File: config.mk
export PLATFORM = sky130hd
export DESIGN_NAME = fsync_node
export DESIGN_NICKNAME = d
export VERILOG_FILES = /design/src/common/fsync_node_pkg.sv /design/src/common/fsync_evt_if.sv /design/src/fsync_fifo.sv /design/src/fsync_node/fsync_aggr.sv /design/src/fsync_node/fsync_tx.sv /design/src/fsync_node/fsync_node.sv
export SDC_FILE = /design/constraint.sdc
export NUM_CORES = 1
export LEC_CHECK = 0
export BUFFER_PORTS_ARGS = -buffer_cell sky130_fd_sc_hd__buf_2
export CELL_PAD_IN_SITES_DETAIL_PLACEMENT = 0
export CELL_PAD_IN_SITES_GLOBAL_PLACEMENT = 1
export CORE_MARGIN = 1
export CORE_UTILIZATION = 52
export CTS_CLUSTER_DIAMETER = 120
export DETAILED_ROUTE_END_ITERATION = 12
export GPL_TIMING_DRIVEN = 1
export PLACE_DENSITY = 0.86
export SETUP_SLACK_MARGIN = 0.3
export SLEW_MARGIN = 20
export SYNTH_ARGS = -nofsm -noshare
export SYNTH_HDL_FRONTEND = slang
export SYNTH_HIERARCHICAL = 1
export SYNTH_SLANG_ARGS = --single-unit
File: constraint.sdc
create_clock -name clk_i -period 2.4 [get_ports clk_i]
set_input_delay 0.12 -clock clk_i [delete_from_list [all_inputs] [get_ports clk_i]]
set_output_delay 0.12 -clock clk_i [all_outputs]
set_load 0.03 [all_outputs]
File: src/common/fsync_node_pkg.sv
package fsync_node_pkg;

  // barrier id and level widths
  localparam int unsigned ID_WIDTH   = 3;
  localparam int unsigned LVL_WIDTH  = 2;

  // child ports per direction (horizontal or vertical pair)
  localparam int unsigned PAIR_PORTS = 2;

  // one arrival entry per id
  localparam int unsigned N_IDS      = 2 ** ID_WIDTH;

  typedef logic [ID_WIDTH-1:0]  fsync_id_t;
  typedef logic [LVL_WIDTH-1:0] fsync_lvl_t;

  // request forwarded to the parent, level already reduced
  typedef struct packed {
    fsync_id_t  id;
    fsync_lvl_t lvl;
  } fsync_req_t;

endpackage

File: src/common/fsync_evt_if.sv
`timescale 1ns/1ps

// completion events, one slot per pair port
interface fsync_evt_if
  import fsync_node_pkg::*;
();

  logic       valid [PAIR_PORTS]; // single-cycle strobe
  fsync_id_t  id    [PAIR_PORTS];
  fsync_lvl_t lvl   [PAIR_PORTS]; // level for the parent, minus one
  logic       term  [PAIR_PORTS]; // barrier ends at this node

  modport aggr (
    output valid,
    output id,
    output lvl,
    output term
  );

  modport tx (
    input valid,
    input id,
    input lvl,
    input term
  );

endinterface

File: src/fsync_fifo.sv
`timescale 1ns/1ps

module fsync_fifo
  import fsync_node_pkg::*;
#(
  parameter type         payload_t = logic,
  parameter int unsigned DEPTH     = N_IDS
) (
  input  logic     clk_i,
  input  logic     rst_ni,
  input  logic     push_i [PAIR_PORTS],
  input  payload_t data_i [PAIR_PORTS],
  input  logic     pop_i,
  output logic     empty_o,
  output logic     full_o,
  output payload_t data_o
);

  localparam int unsigned PTR_W = (DEPTH > 1) ? $clog2(DEPTH) : 1;
  localparam int unsigned CNT_W = $clog2(DEPTH + 1);

  payload_t         mem_q [DEPTH];
  logic [PTR_W-1:0] rd_ptr_q;
  logic [PTR_W-1:0] wr_ptr_q;
  logic [PTR_W-1:0] wr_ptr_d;
  logic [PTR_W-1:0] wr_idx [PAIR_PORTS];
  logic [CNT_W-1:0] cnt_q;
  logic [CNT_W-1:0] cnt_d;

  // wraps for depths that are not a power of two
  function automatic logic [PTR_W-1:0] ptr_inc(logic [PTR_W-1:0] ptr);
    if (ptr == PTR_W'(DEPTH - 1)) begin
      return '0;
    end
    return ptr + 1'b1;
  endfunction

  // slot 0 takes the first free entry, slot 1 the one after it
  always_comb begin
    wr_ptr_d = wr_ptr_q;
    cnt_d    = cnt_q;
    for (int p = 0; p < PAIR_PORTS; p++) begin
      wr_idx[p] = wr_ptr_d;
      if (push_i[p]) begin
        wr_ptr_d = ptr_inc(wr_ptr_d);
        cnt_d    = cnt_d + 1'b1;
      end
    end
    if (pop_i) cnt_d = cnt_d - 1'b1;
  end

  always_ff @(posedge clk_i) begin
    for (int p = 0; p < PAIR_PORTS; p++) begin
      if (push_i[p]) mem_q[wr_idx[p]] <= data_i[p];
    end
  end

  always_ff @(posedge clk_i or negedge rst_ni) begin
    if (!rst_ni) begin
      rd_ptr_q <= '0;
      wr_ptr_q <= '0;
      cnt_q    <= '0;
    end else begin
      wr_ptr_q <= wr_ptr_d;
      cnt_q    <= cnt_d;
      if (pop_i) rd_ptr_q <= ptr_inc(rd_ptr_q);
    end
  end

  assign empty_o = (cnt_q == '0);
  assign full_o  = (cnt_q == CNT_W'(DEPTH));
  assign data_o  = mem_q[rd_ptr_q]; // head, valid when not empty

endmodule

File: src/fsync_node/fsync_aggr.sv
`timescale 1ns/1ps

module fsync_aggr
  import fsync_node_pkg::*;
(
  input  logic       clk_i,
  input  logic       rst_ni,
  input  logic       req_valid_i [PAIR_PORTS],
  input  fsync_id_t  req_id_i    [PAIR_PORTS],
  input  fsync_lvl_t req_lvl_i   [PAIR_PORTS],
  fsync_evt_if.aggr  evt
);

  logic                  req_valid_q [PAIR_PORTS];
  fsync_id_t             req_id_q    [PAIR_PORTS];
  fsync_lvl_t            req_lvl_q   [PAIR_PORTS];

  // arrival bits per id, bit p set once port p has arrived
  logic [PAIR_PORTS-1:0] arr_q [N_IDS];
  logic [PAIR_PORTS-1:0] arr_d [N_IDS];

  logic                  same_id;
  logic                  done [PAIR_PORTS];

  logic                  evt_valid_q [PAIR_PORTS];
  fsync_id_t             evt_id_q    [PAIR_PORTS];
  fsync_lvl_t            evt_lvl_q   [PAIR_PORTS];
  logic                  evt_term_q  [PAIR_PORTS];

  // input sampling
  always_ff @(posedge clk_i or negedge rst_ni) begin
    if (!rst_ni) begin
      req_valid_q <= '{default: 1'b0};
    end else begin
      req_valid_q <= req_valid_i;
    end
  end

  always_ff @(posedge clk_i) begin
    req_id_q  <= req_id_i;
    req_lvl_q <= req_lvl_i;
  end

  // both ports on one id in the same cycle complete together, in slot 0
  assign same_id = req_valid_q[0] && req_valid_q[1] && (req_id_q[0] == req_id_q[1]);
  assign done[0] = req_valid_q[0] && (arr_q[req_id_q[0]][1] || same_id);
  assign done[1] = req_valid_q[1] && arr_q[req_id_q[1]][0] && !same_id;

  // a repeated arrival just sets an already set bit
  always_comb begin
    arr_d = arr_q;
    for (int p = 0; p < PAIR_PORTS; p++) begin
      if (req_valid_q[p]) arr_d[req_id_q[p]][p] = 1'b1;
    end
    // completion frees the entry for reuse
    for (int p = 0; p < PAIR_PORTS; p++) begin
      if (done[p]) arr_d[req_id_q[p]] = '0;
    end
  end

  always_ff @(posedge clk_i or negedge rst_ni) begin
    if (!rst_ni) begin
      arr_q       <= '{default: '0};
      evt_valid_q <= '{default: 1'b0};
    end else begin
      arr_q       <= arr_d;
      evt_valid_q <= done;
    end
  end

  always_ff @(posedge clk_i) begin
    for (int p = 0; p < PAIR_PORTS; p++) begin
      evt_id_q[p]   <= req_id_q[p];
      evt_term_q[p] <= (req_lvl_q[p] == '0); // level 0 ends here
      if (req_lvl_q[p] != '0) begin
        evt_lvl_q[p] <= req_lvl_q[p] - 1'b1;
      end else begin
        evt_lvl_q[p] <= '0;
      end
    end
  end

  for (genvar p = 0; p < PAIR_PORTS; p++) begin : gen_evt
    assign evt.valid[p] = evt_valid_q[p];
    assign evt.id[p]    = evt_id_q[p];
    assign evt.lvl[p]   = evt_lvl_q[p];
    assign evt.term[p]  = evt_term_q[p];
  end

endmodule

File: src/fsync_node/fsync_tx.sv
`timescale 1ns/1ps

module fsync_tx
  import fsync_node_pkg::*;
#(
  parameter int unsigned FIFO_DEPTH = N_IDS
) (
  input  logic       clk_i,
  input  logic       rst_ni,
  fsync_evt_if.tx    evt,
  input  logic       rsp_out_valid_i,
  input  fsync_id_t  rsp_out_id_i,
  output logic       req_out_valid_o,
  output fsync_req_t req_out_o,
  output logic       rsp_valid_o,
  output fsync_id_t  rsp_id_o
);

  logic       fwd_push  [PAIR_PORTS];
  fsync_req_t fwd_data  [PAIR_PORTS];
  logic       term_push [PAIR_PORTS];
  logic       fwd_empty;
  logic       fwd_pop;
  fsync_req_t fwd_head;
  logic       term_empty;
  logic       term_pop;
  fsync_id_t  term_head;

  logic       req_out_valid_q;
  fsync_req_t req_out_q;
  logic       rsp_valid_q;
  fsync_id_t  rsp_id_q;

  // split events by where the barrier ends
  always_comb begin
    for (int p = 0; p < PAIR_PORTS; p++) begin
      fwd_push[p]  = evt.valid[p] && !evt.term[p];
      term_push[p] = evt.valid[p] && evt.term[p];
      fwd_data[p]  = '{id: evt.id[p], lvl: evt.lvl[p]};
    end
  end

  fsync_fifo #(
    .payload_t ( fsync_req_t ),
    .DEPTH     ( FIFO_DEPTH  )
  ) i_fwd_fifo (
    .clk_i   ( clk_i     ),
    .rst_ni  ( rst_ni    ),
    .push_i  ( fwd_push  ),
    .data_i  ( fwd_data  ),
    .pop_i   ( fwd_pop   ),
    .empty_o ( fwd_empty ),
    .full_o  (           ),
    .data_o  ( fwd_head  )
  );

  fsync_fifo #(
    .payload_t ( fsync_id_t ),
    .DEPTH     ( FIFO_DEPTH )
  ) i_term_fifo (
    .clk_i   ( clk_i      ),
    .rst_ni  ( rst_ni     ),
    .push_i  ( term_push  ),
    .data_i  ( evt.id     ),
    .pop_i   ( term_pop   ),
    .empty_o ( term_empty ),
    .full_o  (            ),
    .data_o  ( term_head  )
  );

  assign fwd_pop  = !fwd_empty; // one forward per cycle
  assign term_pop = !term_empty && !rsp_out_valid_i; // parent response first

  always_ff @(posedge clk_i or negedge rst_ni) begin
    if (!rst_ni) begin
      req_out_valid_q <= 1'b0;
      rsp_valid_q     <= 1'b0;
    end else begin
      req_out_valid_q <= fwd_pop;
      rsp_valid_q     <= rsp_out_valid_i || term_pop;
    end
  end

  always_ff @(posedge clk_i) begin
    if (fwd_pop) req_out_q <= fwd_head;
    if (rsp_out_valid_i) begin
      rsp_id_q <= rsp_out_id_i;
    end else if (term_pop) begin
      rsp_id_q <= term_head;
    end
  end

  assign req_out_valid_o = req_out_valid_q;
  assign req_out_o       = req_out_q;
  assign rsp_valid_o     = rsp_valid_q;
  assign rsp_id_o        = rsp_id_q;

endmodule

File: src/fsync_node/fsync_node.sv
`timescale 1ns/1ps

module fsync_node
  import fsync_node_pkg::*;
#(
  parameter int unsigned FIFO_DEPTH = N_IDS
) (
  input  logic       clk_i,
  input  logic       rst_ni,

  // horizontal pair
  input  logic       h_req_valid_i [PAIR_PORTS],
  input  fsync_id_t  h_req_id_i    [PAIR_PORTS],
  input  fsync_lvl_t h_req_lvl_i   [PAIR_PORTS],
  input  logic       h_rsp_out_valid_i,
  input  fsync_id_t  h_rsp_out_id_i,
  output logic       h_req_out_valid_o,
  output fsync_req_t h_req_out_o,
  output logic       h_rsp_valid_o, // shared by both ports of the pair
  output fsync_id_t  h_rsp_id_o,

  // vertical pair
  input  logic       v_req_valid_i [PAIR_PORTS],
  input  fsync_id_t  v_req_id_i    [PAIR_PORTS],
  input  fsync_lvl_t v_req_lvl_i   [PAIR_PORTS],
  input  logic       v_rsp_out_valid_i,
  input  fsync_id_t  v_rsp_out_id_i,
  output logic       v_req_out_valid_o,
  output fsync_req_t v_req_out_o,
  output logic       v_rsp_valid_o,
  output fsync_id_t  v_rsp_id_o
);

  // each direction has its own table and queues
  fsync_evt_if h_evt ();
  fsync_evt_if v_evt ();

  fsync_aggr i_h_aggr (
    .clk_i       ( clk_i         ),
    .rst_ni      ( rst_ni        ),
    .req_valid_i ( h_req_valid_i ),
    .req_id_i    ( h_req_id_i    ),
    .req_lvl_i   ( h_req_lvl_i   ),
    .evt         ( h_evt.aggr    )
  );

  fsync_tx #(
    .FIFO_DEPTH ( FIFO_DEPTH )
  ) i_h_tx (
    .clk_i           ( clk_i             ),
    .rst_ni          ( rst_ni            ),
    .evt             ( h_evt.tx          ),
    .rsp_out_valid_i ( h_rsp_out_valid_i ),
    .rsp_out_id_i    ( h_rsp_out_id_i    ),
    .req_out_valid_o ( h_req_out_valid_o ),
    .req_out_o       ( h_req_out_o       ),
    .rsp_valid_o     ( h_rsp_valid_o     ),
    .rsp_id_o        ( h_rsp_id_o        )
  );

  fsync_aggr i_v_aggr (
    .clk_i       ( clk_i         ),
    .rst_ni      ( rst_ni        ),
    .req_valid_i ( v_req_valid_i ),
    .req_id_i    ( v_req_id_i    ),
    .req_lvl_i   ( v_req_lvl_i   ),
    .evt         ( v_evt.aggr    )
  );

  fsync_tx #(
    .FIFO_DEPTH ( FIFO_DEPTH )
  ) i_v_tx (
    .clk_i           ( clk_i             ),
    .rst_ni          ( rst_ni            ),
    .evt             ( v_evt.tx          ),
    .rsp_out_valid_i ( v_rsp_out_valid_i ),
    .rsp_out_id_i    ( v_rsp_out_id_i    ),
    .req_out_valid_o ( v_req_out_valid_o ),
    .req_out_o       ( v_req_out_o       ),
    .rsp_valid_o     ( v_rsp_valid_o     ),
    .rsp_id_o        ( v_rsp_id_o        )
  );

endmodule

==> out/metrics.csv, run 1 <==
metric;value;unit
vias;8826;
drive_gt1_frac;0.373;
slew_headroom;0.451;
clkTransAtPathRegs;0.06;ns
leakagePower;6.60;nW
reg2reg_from;i_h_tx/i_fwd_fifo/wr_ptr_q[1]$_DFF_PN0_;
crit_family;simple AND/OR/NAND/NOR gates;
ant_nets;0;
sw_frac_of_total;0.331;
worstSetupEndpointType;register;
pin_count;54;
hpwl;19.3;mm
via_per_inst;5.73;
hold_viol_final;0;
ys_warn_count;6;
critPathLaunchType;register;
ir_worst_vdd;0.614;mV
place_inst;1438;
wl;29.1;mm
io_buffer_count;53;
startpoint;i_h_tx/i_fwd_fifo/wr_ptr_q[1]$_DFF_PN0_;
design_area;16500;µm²
p_seq_frac;0.400;
clk_latency;0.55;ns
cts_tree;built;
failed_checks;design-rule violations;
rsz0062_at_grt;true;
crit_type;reg2reg;
worstPathCellList;ha_2 -> ha_2 -> or3b_4 -> a21oi_4 -> buf_12 -> nand2_4 -> mux2_2;
instances_no_fill;1541;
outcome;finished, violations left;
num_rows;59;
drt_iter0_markers;621;
place_area;14800;µm²
grt_pass1_wl;47.7;mm
cts_buffer_depth;3;
intPower;11.7;mW
cpMaxStageDelayCell;or3b_4;
place.gp.congestion;0.814;
htreeDepth;1;
worstMarginPinSlew;0.822;ns
overflow;0;
period_needed;2.15;ns
antenna_cells;0;
path_max_fanout;6;
die_h;167;µm
root_buffer;clkbuf_16;
drv_cap;0;
die_width;167;µm
cts_sinks;272;
synth_fp_nets;1138;
worst-path-buf-inv;1;
multi_input_area;6690;µm²
p_clk_frac;0.256;
syn_inst;1066;
comb_power_share;0.344;
powerDensity;1050;nW/µm²
grt_use_total;0.213;
nFillCells;1954;
setup_violations;0;
synthesis.area;14100;µm²
dr.pass1.iters;9;
nNetsFinal;1256;
finalCritPeriodShare;0.895;
cp.required;2.70;ns
initial_utilization;0.536;
syn_avg_cell_area;13.2;µm²
core;26300;µm²
crit_path_frequent_cell;ha_2;
grt_pass1_vias;8983;
die_area;27700;µm²
drc;5;
hold_class;in2async;
antenna_found_initial;0;
wl_per_cell;18.9;µm
seqCellArea;7320;µm²
p_sw;5.76;mW
timing.fmax;465;MHz
critPathArrivalTime;2.45;ns
fin_skew;0.0211;ns
tns;0;ns
max_stage_delay;0.40;ns
areaGrowthSynthToFinish;17.5;%
numCtsBuffers;29;
maxSlewViolCount;0;
grt_max_degree;65;
## power by group through the flow
stage	clock, mW	combinational, mW	sequential, mW
6_report	4.46	6.00	6.97
5_1_grt	4.75	6.58	7.11
3_3_place_gp	0	5.31	7.05
4_1_cts	4.56	5.67	6.99
2_1_floorplan	0	4.27	6.96
3_5_place_dp	0	5.43	7.09
## layout make-up
type	count	area share
Clock buffer	45	0.0546
Inverter	39	0.00885
Sequential cell	272	0.443
Multi-Input combinational cell	710	0.404
Clock inverter	8	0.00439
Tap cell	335	0.0253
Timing Repair Buffer	132	0.0600
## path summary, 6_finish.rpt
path                                                              endpoint  slack, ns  cells past startpoint
max in group asynchronous       i_h_tx/i_term_fifo/rd_ptr_q[0]$_DFFE_PN0P_       1.67                      3
worst max register to register     i_h_tx/i_fwd_fifo/mem_q[5][4]$_DFFE_PP_       0.25                      7
worst min register to register         i_v_aggr/evt_lvl_q[1][0]$_SDFF_PP0_       0.41                      1
worst min-delay path                      i_v_tx/req_out_valid_o$_DFF_PN0_       0.02                      2
min in group clk_i                           i_v_aggr/req_lvl_q[1]$_DFF_P_       0.20                      2
worst max-delay path               i_h_tx/i_fwd_fifo/mem_q[5][4]$_DFFE_PP_       0.25                      7
## sequential cells by signal (all words and copies together) (netlist names), 4 cells and up
name                      cells
i_h_tx/i_fwd_fifo/mem_q      40
i_v_tx/i_fwd_fifo/mem_q      40
i_h_tx/i_term_fifo/mem_q     24
i_v_tx/i_term_fifo/mem_q     24
i_h_aggr/arr_q               16
i_v_aggr/arr_q               16
i_h_aggr/evt_id_q             6
i_h_aggr/req_id_q             6
i_v_aggr/evt_id_q             6
i_v_aggr/req_id_q             6
i_h_tx/req_out_o              5
i_v_tx/req_out_o              5
i_h_aggr/evt_lvl_q            4
i_h_aggr/req_lvl_q            4
i_h_tx/i_fwd_fifo/cnt_q       4
i_h_tx/i_term_fifo/cnt_q      4
i_v_aggr/evt_lvl_q            4
i_v_aggr/req_lvl_q            4
i_v_tx/i_fwd_fifo/cnt_q       4
i_v_tx/i_term_fifo/cnt_q      4
## through the flow
| step | hold slack [ns] | util | worst slack, ns | total power [mW] |
|---|---|---|---|---|
| 3_3_place_gp | 0.0470 | 0.562 | 0.182 | 12.4 |
| 3_5_place_dp | 0.0534 | 0.562 | 0.146 | 12.5 |
| 5_1_grt | 0.0365 | 0.629 | 0.160 | 18.4 |
| 2_1_floorplan | -0.176 | - | 0.276 | 11.2 |
| 6_report | 0.0177 | 0.629 | 0.251 | 17.4 |
| 4_1_cts | 0.0195 | 0.617 | 0.263 | 17.2 |
## placed cells by master (no fill, tap or decap), drive strengths merged, types with 13 or more instances in the layout
cell	instances
nor2	42
dfrtp	84
ha	38
o22ai	14
dfxtp	44
nor2b	15
mux2i	27
and2	13
mux2	167
clkbuf	45
dlygate4sd3	33
o21ai	39
mux4	33
inv	41
edfxtp	144
a21oi	37
xnor2	22
xor2	18
buf	99
nand2b	28
nand2	79
## metal layers
metal / global-route usage / share of wire
met1: 0.294 / 0.45
met2: 0.354 / 0.49
met3: 0.0302 / 0.048
met4: 0.0527 / 0.016
met5: 0 / 0
## what timing repair did
item                                   CTS  global route
setup endpoints to repair              168           169
gates resized for setup                 46            58
endpoints found under the hold margin  117             0
hold buffers                            33             0
buffers inserted                         5            12
pin swaps                                3             6
No activity file was read; power rests on OpenSTA's default activity.
==> run 2, diff against run 1 <==
==> constraint.sdc (replaced) <==
create_clock -name clk_i -period 2.1 [get_ports clk_i]
set_input_delay 0.105 -clock clk_i [delete_from_list [all_inputs] [get_ports clk_i]]
set_output_delay 0.105 -clock clk_i [all_outputs]
set_load 0.03 [all_outputs]
==> run 2 against run 1 <==
  * The flow finishes with violations (design-rule violations, negative setup slack)
  * Non-clock buffer count up 84
  * Sequential share of layout area down 4.8 points
  * Final cell count up 5.5%
  * Global-route usage up 2.0 points
  * Design area up 12%
  * Clock power up 18%
  * Sequential power up 13%
  * Worst hold slack better by 0.073 ns
  * Setup slack worse by 0.31 ns
  * Clock skew down 0.013 ns
  * Maximum frequency down 0.36%
  * Core utilization up 7.7 points
==> out/metrics.csv, run 2 (synthesized netlist as in run 1, its figures left out) <==
metric;value;unit
fin_skew;0.00832;ns
hold_class;in2async;
final_cell_mix;edfxtp_1 (144), mux2_4 (111), buf_4 (93), dfrtp_1 (76), mux2_2 (56);
hpwl;20.3;mm
r2r.worst_path.cells;6;
powerDensity;1220;nW/µm²
reg2reg_from;i_h_tx/i_fwd_fifo/wr_ptr_q[0]$_DFF_PN0_;
htreeDepth;1;
die_area;27700;µm²
p_sw;7.77;mW
power;22.7;mW
comb_power_share;0.422;
intPower;14.9;mW
slew_headroom;0.432;
timing.fmax;464;MHz
drv_cap;0;
dr.pass1.iters;11;
antenna_found_initial;0;
ant_nets;0;
tns;-0.490;ns
pin_count;54;
instances_no_fill;1625;
path_max_fanout;6;
io_buffer_count;53;
die_width;167;µm
grt_pass1_wl;51.8;mm
maxSlewViolCount;0;
via_per_inst;5.84;
wl;33.0;mm
place_inst;1472;
place_area;15500;µm²
reg2reg_to;i_h_tx/i_fwd_fifo/mem_q[1][2]$_DFFE_PP_;
antenna_cells;0;
leakagePower;7.57;nW
vias;9484;
period_needed;2.16;ns
mostFrequentLayoutCell;edfxtp_1;
outcome;finished, violations left;
rsz0062_at_grt;true;
ir_worst_vdd;0.774;mV
num_rows;59;
wl_per_cell;20.3;µm
p_clk_frac;0.232;
worstSetupEndpointType;register;
utilization;0.706;
root_buffer;clkbuf_16;
setup_violations;22;
sw_frac_of_total;0.342;
drc;4;
reg2reg_slack;-0.06;ns
grt_use_total;0.233;
clkTransAtPathRegs;0.06;ns
cts_buffer_depth;3;
numCtsBuffers;29;
initial_utilization;0.536;
grt_max_degree;40;
crit_type;reg2reg;
critPathLaunchType;register;
areaGrowthSynthToFinish;31.9;%
core;26300;µm²
design_area;18600;µm²
drt_iter0_markers;597;
nNetsFinal;1340;
cp.required;2.38;ns
overflow;0;
cts_sinks;272;
failed_checks;design-rule violations, negative setup slack;
worstMarginPinSlew;0.850;ns
drive_gt1_frac;0.488;
critPathArrivalTime;2.44;ns
cts_tree;built;
p_seq_frac;0.345;
finalCritPeriodShare;1.03;
die_h;167;µm
setup_ws;-0.0569;ns
clk_latency;0.54;ns
hold_viol_final;0;
place.gp.congestion;0.842;
grt_pass1_vias;9757;
[run 2: changes by cell type in the layout (fill, tap and decap cells not counted), sizes merged]
cell | before | now
buf | 99 | 183
clkbuf | 45 | 37
clkinv | 5 | 10
bufinv | 1 | 5
inv | 41 | 40
[run 2: worst max-delay path, stage by stage (launching register included)]
cell     delay [ns]
dfrtp_1        0.38
ha_2           0.20
ha_4           0.15
or3b_4         0.40
a21oi_4        0.27
nand2_2        0.18
mux2_2         0.33
[run 2: area by class of cell]
type	instances	area (µm²)
multi-input combinational	710	7900
clock inverter	16	210
inverter	39	151
timing repair buffer	216	1780
tap	335	419
sequential	272	7330
clock buffer	37	776
fill	1652	7720
[run 2: per-stage QoR]
| step | hold slack, ns | worst slack [ns] |
|---|---|---|
| floorplan | -0.191 | -0.0241 |
| global placement | 0.119 | -0.0277 |
| detailed placement | 0.124 | -0.0711 |
| CTS | 0.0937 | -0.0274 |
| global route | 0.134 | -0.0993 |
| finish | 0.0907 | -0.0569 |
[run 2: repair_timing]
action	4_1_cts	5_1_grt
resized for setup	170	97
setup endpoints to repair	289	302
gates cloned	0	0
hold endpoints to repair	116	0
pin swaps	43	33
setup buffers	39	28
hold buffers	33	0
[run 2: power by group through the flow]
stage	clock network, mW	logic [mW]	registers (mW)
after floorplan	0	5.37	8.00
after global placement	0	7.08	7.88
after detailed placement	0	7.28	7.92
after CTS	5.39	8.65	7.82
after global routing	5.61	10.3	7.99
final	5.28	9.60	7.85
[run 2: worst max-delay path by stage]
stage                                                    endpoint  slack [ns]  cells after the start                                     from
after floorplan           i_h_tx/i_fwd_fifo/mem_q[6][0]$_DFFE_PP_       -0.02                      7  i_h_tx/i_fwd_fifo/wr_ptr_q[1]$_DFF_PN0_
after global placement    i_h_tx/i_fwd_fifo/mem_q[2][4]$_DFFE_PP_       -0.03                      6  i_h_tx/i_fwd_fifo/wr_ptr_q[1]$_DFF_PN0_
after detailed placement  i_h_tx/i_fwd_fifo/mem_q[4][3]$_DFFE_PP_       -0.07                      6  i_h_tx/i_fwd_fifo/wr_ptr_q[1]$_DFF_PN0_
after CTS                 i_h_tx/i_fwd_fifo/mem_q[3][3]$_DFFE_PP_       -0.03                      7  i_h_tx/i_fwd_fifo/wr_ptr_q[0]$_DFF_PN0_
after global routing      i_h_tx/i_fwd_fifo/mem_q[1][2]$_DFFE_PP_        -0.1                      6  i_h_tx/i_fwd_fifo/wr_ptr_q[0]$_DFF_PN0_
final                     i_h_tx/i_fwd_fifo/mem_q[1][2]$_DFFE_PP_       -0.06                      6  i_h_tx/i_fwd_fifo/wr_ptr_q[0]$_DFF_PN0_
[run 2: routing by layer]
metal	routed length, µm	up-vias	part of all wire	track usage
met3	1580	58	0.048	0.0271
met5	0	-	0	0
met1	13700	4775	0.41	0.301
li1	-	4388	-	-
met2	17100	263	0.52	0.412
met4	652	0	0.020	0.0676
==> run 3, diff against run 2 <==
--- a/config.mk
+++ b/config.mk
@@ -8,13 +8,14 @@
 export BUFFER_PORTS_ARGS = -buffer_cell sky130_fd_sc_hd__buf_2
 export CELL_PAD_IN_SITES_DETAIL_PLACEMENT = 0
 export CELL_PAD_IN_SITES_GLOBAL_PLACEMENT = 1
+export CORE_ASPECT_RATIO = 0.9
 export CORE_MARGIN = 1
 export CORE_UTILIZATION = 52
 export CTS_CLUSTER_DIAMETER = 120
 export DETAILED_ROUTE_END_ITERATION = 12
 export GPL_TIMING_DRIVEN = 1
 export PLACE_DENSITY = 0.86
-export SETUP_SLACK_MARGIN = 0.3
+export SETUP_SLACK_MARGIN = 0.15
 export SLEW_MARGIN = 20
 export SYNTH_ARGS = -nofsm -noshare
 export SYNTH_HDL_FRONTEND = slang
==> run 3 against run 2 <==
  * The flow now finishes without violations
  * Total power is 8.9% lower
  * Largest power group unchanged
  * Register-to-register slack better by 0.06 ns
  * Setup slack better by 0.061 ns
==> out/metrics.csv, run 3 (synthesized netlist as in run 1, its figures left out) <==
metric;value;unit
instances_no_fill;1596;
num_rows;56;
critPathLaunchType;register;
die_area;27700;µm²
nFillCells;1903;
grt_pass1_wl;47.7;mm
grt_pass1_vias;9165;
worstPathCellList;ha_2 -> ha_2 -> or3b_4 -> a21oi_4 -> buf_6 -> nand2_4 -> mux2_2;
mostFrequentLayoutCell;edfxtp_1;
ant_nets;0;
crit_path_frequent_cell;ha_2;
worstMarginPinSlew;0.816;ns
die_width;175;µm
grt_use_total;0.216;
io_buffer_count;53;
leakagePower;6.94;nW
antenna_found_initial;0;
fin_skew;0.00931;ns
cts_tree;built;
drv_cap;0;
design_area;17200;µm²
nNetsFinal;1298;
wl;29.8;mm
place_area;15300;µm²
clk_latency;0.55;ns
htreeDepth;1;
wl_per_cell;18.6;µm
place_inst;1490;
areaGrowthSynthToFinish;22.5;%
worstSetupEndpointType;register;
drt_iter0_markers;680;
grt_max_degree;42;
initial_utilization;0.534;
finalCritPeriodShare;0.998;
ir_worst_vdd;0.789;mV
startpoint;i_h_tx/i_fwd_fifo/wr_ptr_q[0]$_DFF_PN0_;
hold_class;in2async;
final_cell_mix;edfxtp_1 (144), mux2_2 (104), dfrtp_1 (78), buf_4 (76), mux2_4 (57);
cpMaxStageDelayCell;or3b_4;
drc;0;
slew_headroom;0.455;
period_needed;2.10;ns
cts_buffer_depth;3;
crit_type;reg2reg;
path_max_fanout;6;
powerDensity;1200;nW/µm²
via_per_inst;5.68;
critPathArrivalTime;2.39;ns
dr.pass1.iters;5;
reg2reg_from;i_h_tx/i_fwd_fifo/wr_ptr_q[0]$_DFF_PN0_;
cp.required;2.39;ns
die_h;158;µm
maxSlewViolCount;0;
antenna_cells;0;
root_buffer;clkbuf_16;
place.gp.congestion;0.817;
numCtsBuffers;29;
utilization;0.655;
clkTransAtPathRegs;0.06;ns
rsz0062_at_grt;true;
core;26300;µm²
hold_viol_final;0;
cts_sinks;272;
timing.hold.ws;0.0207;ns
max_stage_delay;0.40;ns
outcome;finished clean;
overflow;0;
vias;9059;
timing.fmax;477;MHz
setup_violations;0;
hpwl;19.9;mm
drive_gt1_frac;0.424;
pin_count;54;
==> run 3: changes by cell type in the layout (fill, tap and decap cells not counted), sizes merged <==
cell / delta
buf: -42
bufinv: -2
clkbuf: -1
clkinv: +1
clkinvlp: +3
inv: -1
==> run 3: through the flow <==
stage               setup TNS [ns]  power [mW]  worst slack, ns
finish                           0        20.7          0.00441
global route                -0.437        21.9          -0.0360
CTS                              0        20.2           0.0179
detailed placement          -0.545        14.8          -0.0532
global placement            -0.121        14.6          -0.0121
floorplan                   -0.120        13.0          -0.0241
==> run 3: layout make-up <==
type,count,area (µm²),area share
flip-flops and latches,272,7320,0.425
multi-input cells,710,7090,0.411
repair buffers,174,1320,0.0765
clock buffers,36,762,0.0442
well taps,348,435,0.0252
clock inverters,17,165,0.00958
inverters,39,149,0.00863
==> run 3: worst paths after layout <==
kind                                                              endpoint  slack (ns)  cells after the start
worst min-delay path                          i_v_aggr/arr_q[15]$_DFF_PN0_        0.02                      2
worst max-delay path               i_h_tx/i_fwd_fifo/mem_q[1][4]$_DFFE_PP_       0.004                      7
worst min register to register         i_h_aggr/evt_lvl_q[1][0]$_SDFF_PP0_        0.41                      1
max in group asynchronous       i_h_tx/i_term_fifo/rd_ptr_q[0]$_DFFE_PN0P_        1.40                      3
min in group clk_i                            i_h_aggr/req_id_q[3]$_DFF_P_        0.19                      2
worst max register to register     i_h_tx/i_fwd_fifo/mem_q[1][4]$_DFFE_PP_       0.004                      7
==> run 3: worst max-delay path, delay by kind of cell, from the launching register on <==
kind | cells | cell delay (ns)
multiplexers | 1 | 0.30
AO/OA/AOI/OAI | 1 | 0.18
flip-flops | 1 | 0.38
AND/OR/NAND/NOR | 2 | 0.48
buffers and inverters | 1 | 0.16
adder cells (fa/ha/maj) | 2 | 0.34
==> run 3: power breakdown <==
group	internal (mW)	total, mW	switching (mW)
Sequential	6.87	7.78	0.910
Clock	2.93	4.96	2.03
Combinational	3.95	7.96	4.01
==> run 3: routing by layer <==
metal | vias up | part of all wire | track usage
met5 | - | 0 | 0
met4 | 0 | 0.018 | 0.0489
met3 | 44 | 0.040 | 0.0295
met2 | 195 | 0.48 | 0.371
met1 | 4513 | 0.46 | 0.294
li1 | 4307 | - | -
==> run 3: what timing repair did <==
action	CTS	global route
resized for setup	57	84
hold buffers	33	0
pin swaps	9	23
setup endpoints to repair	221	239
cloned	1	1
endpoints found under the hold margin	119	0
setup buffers	7	11
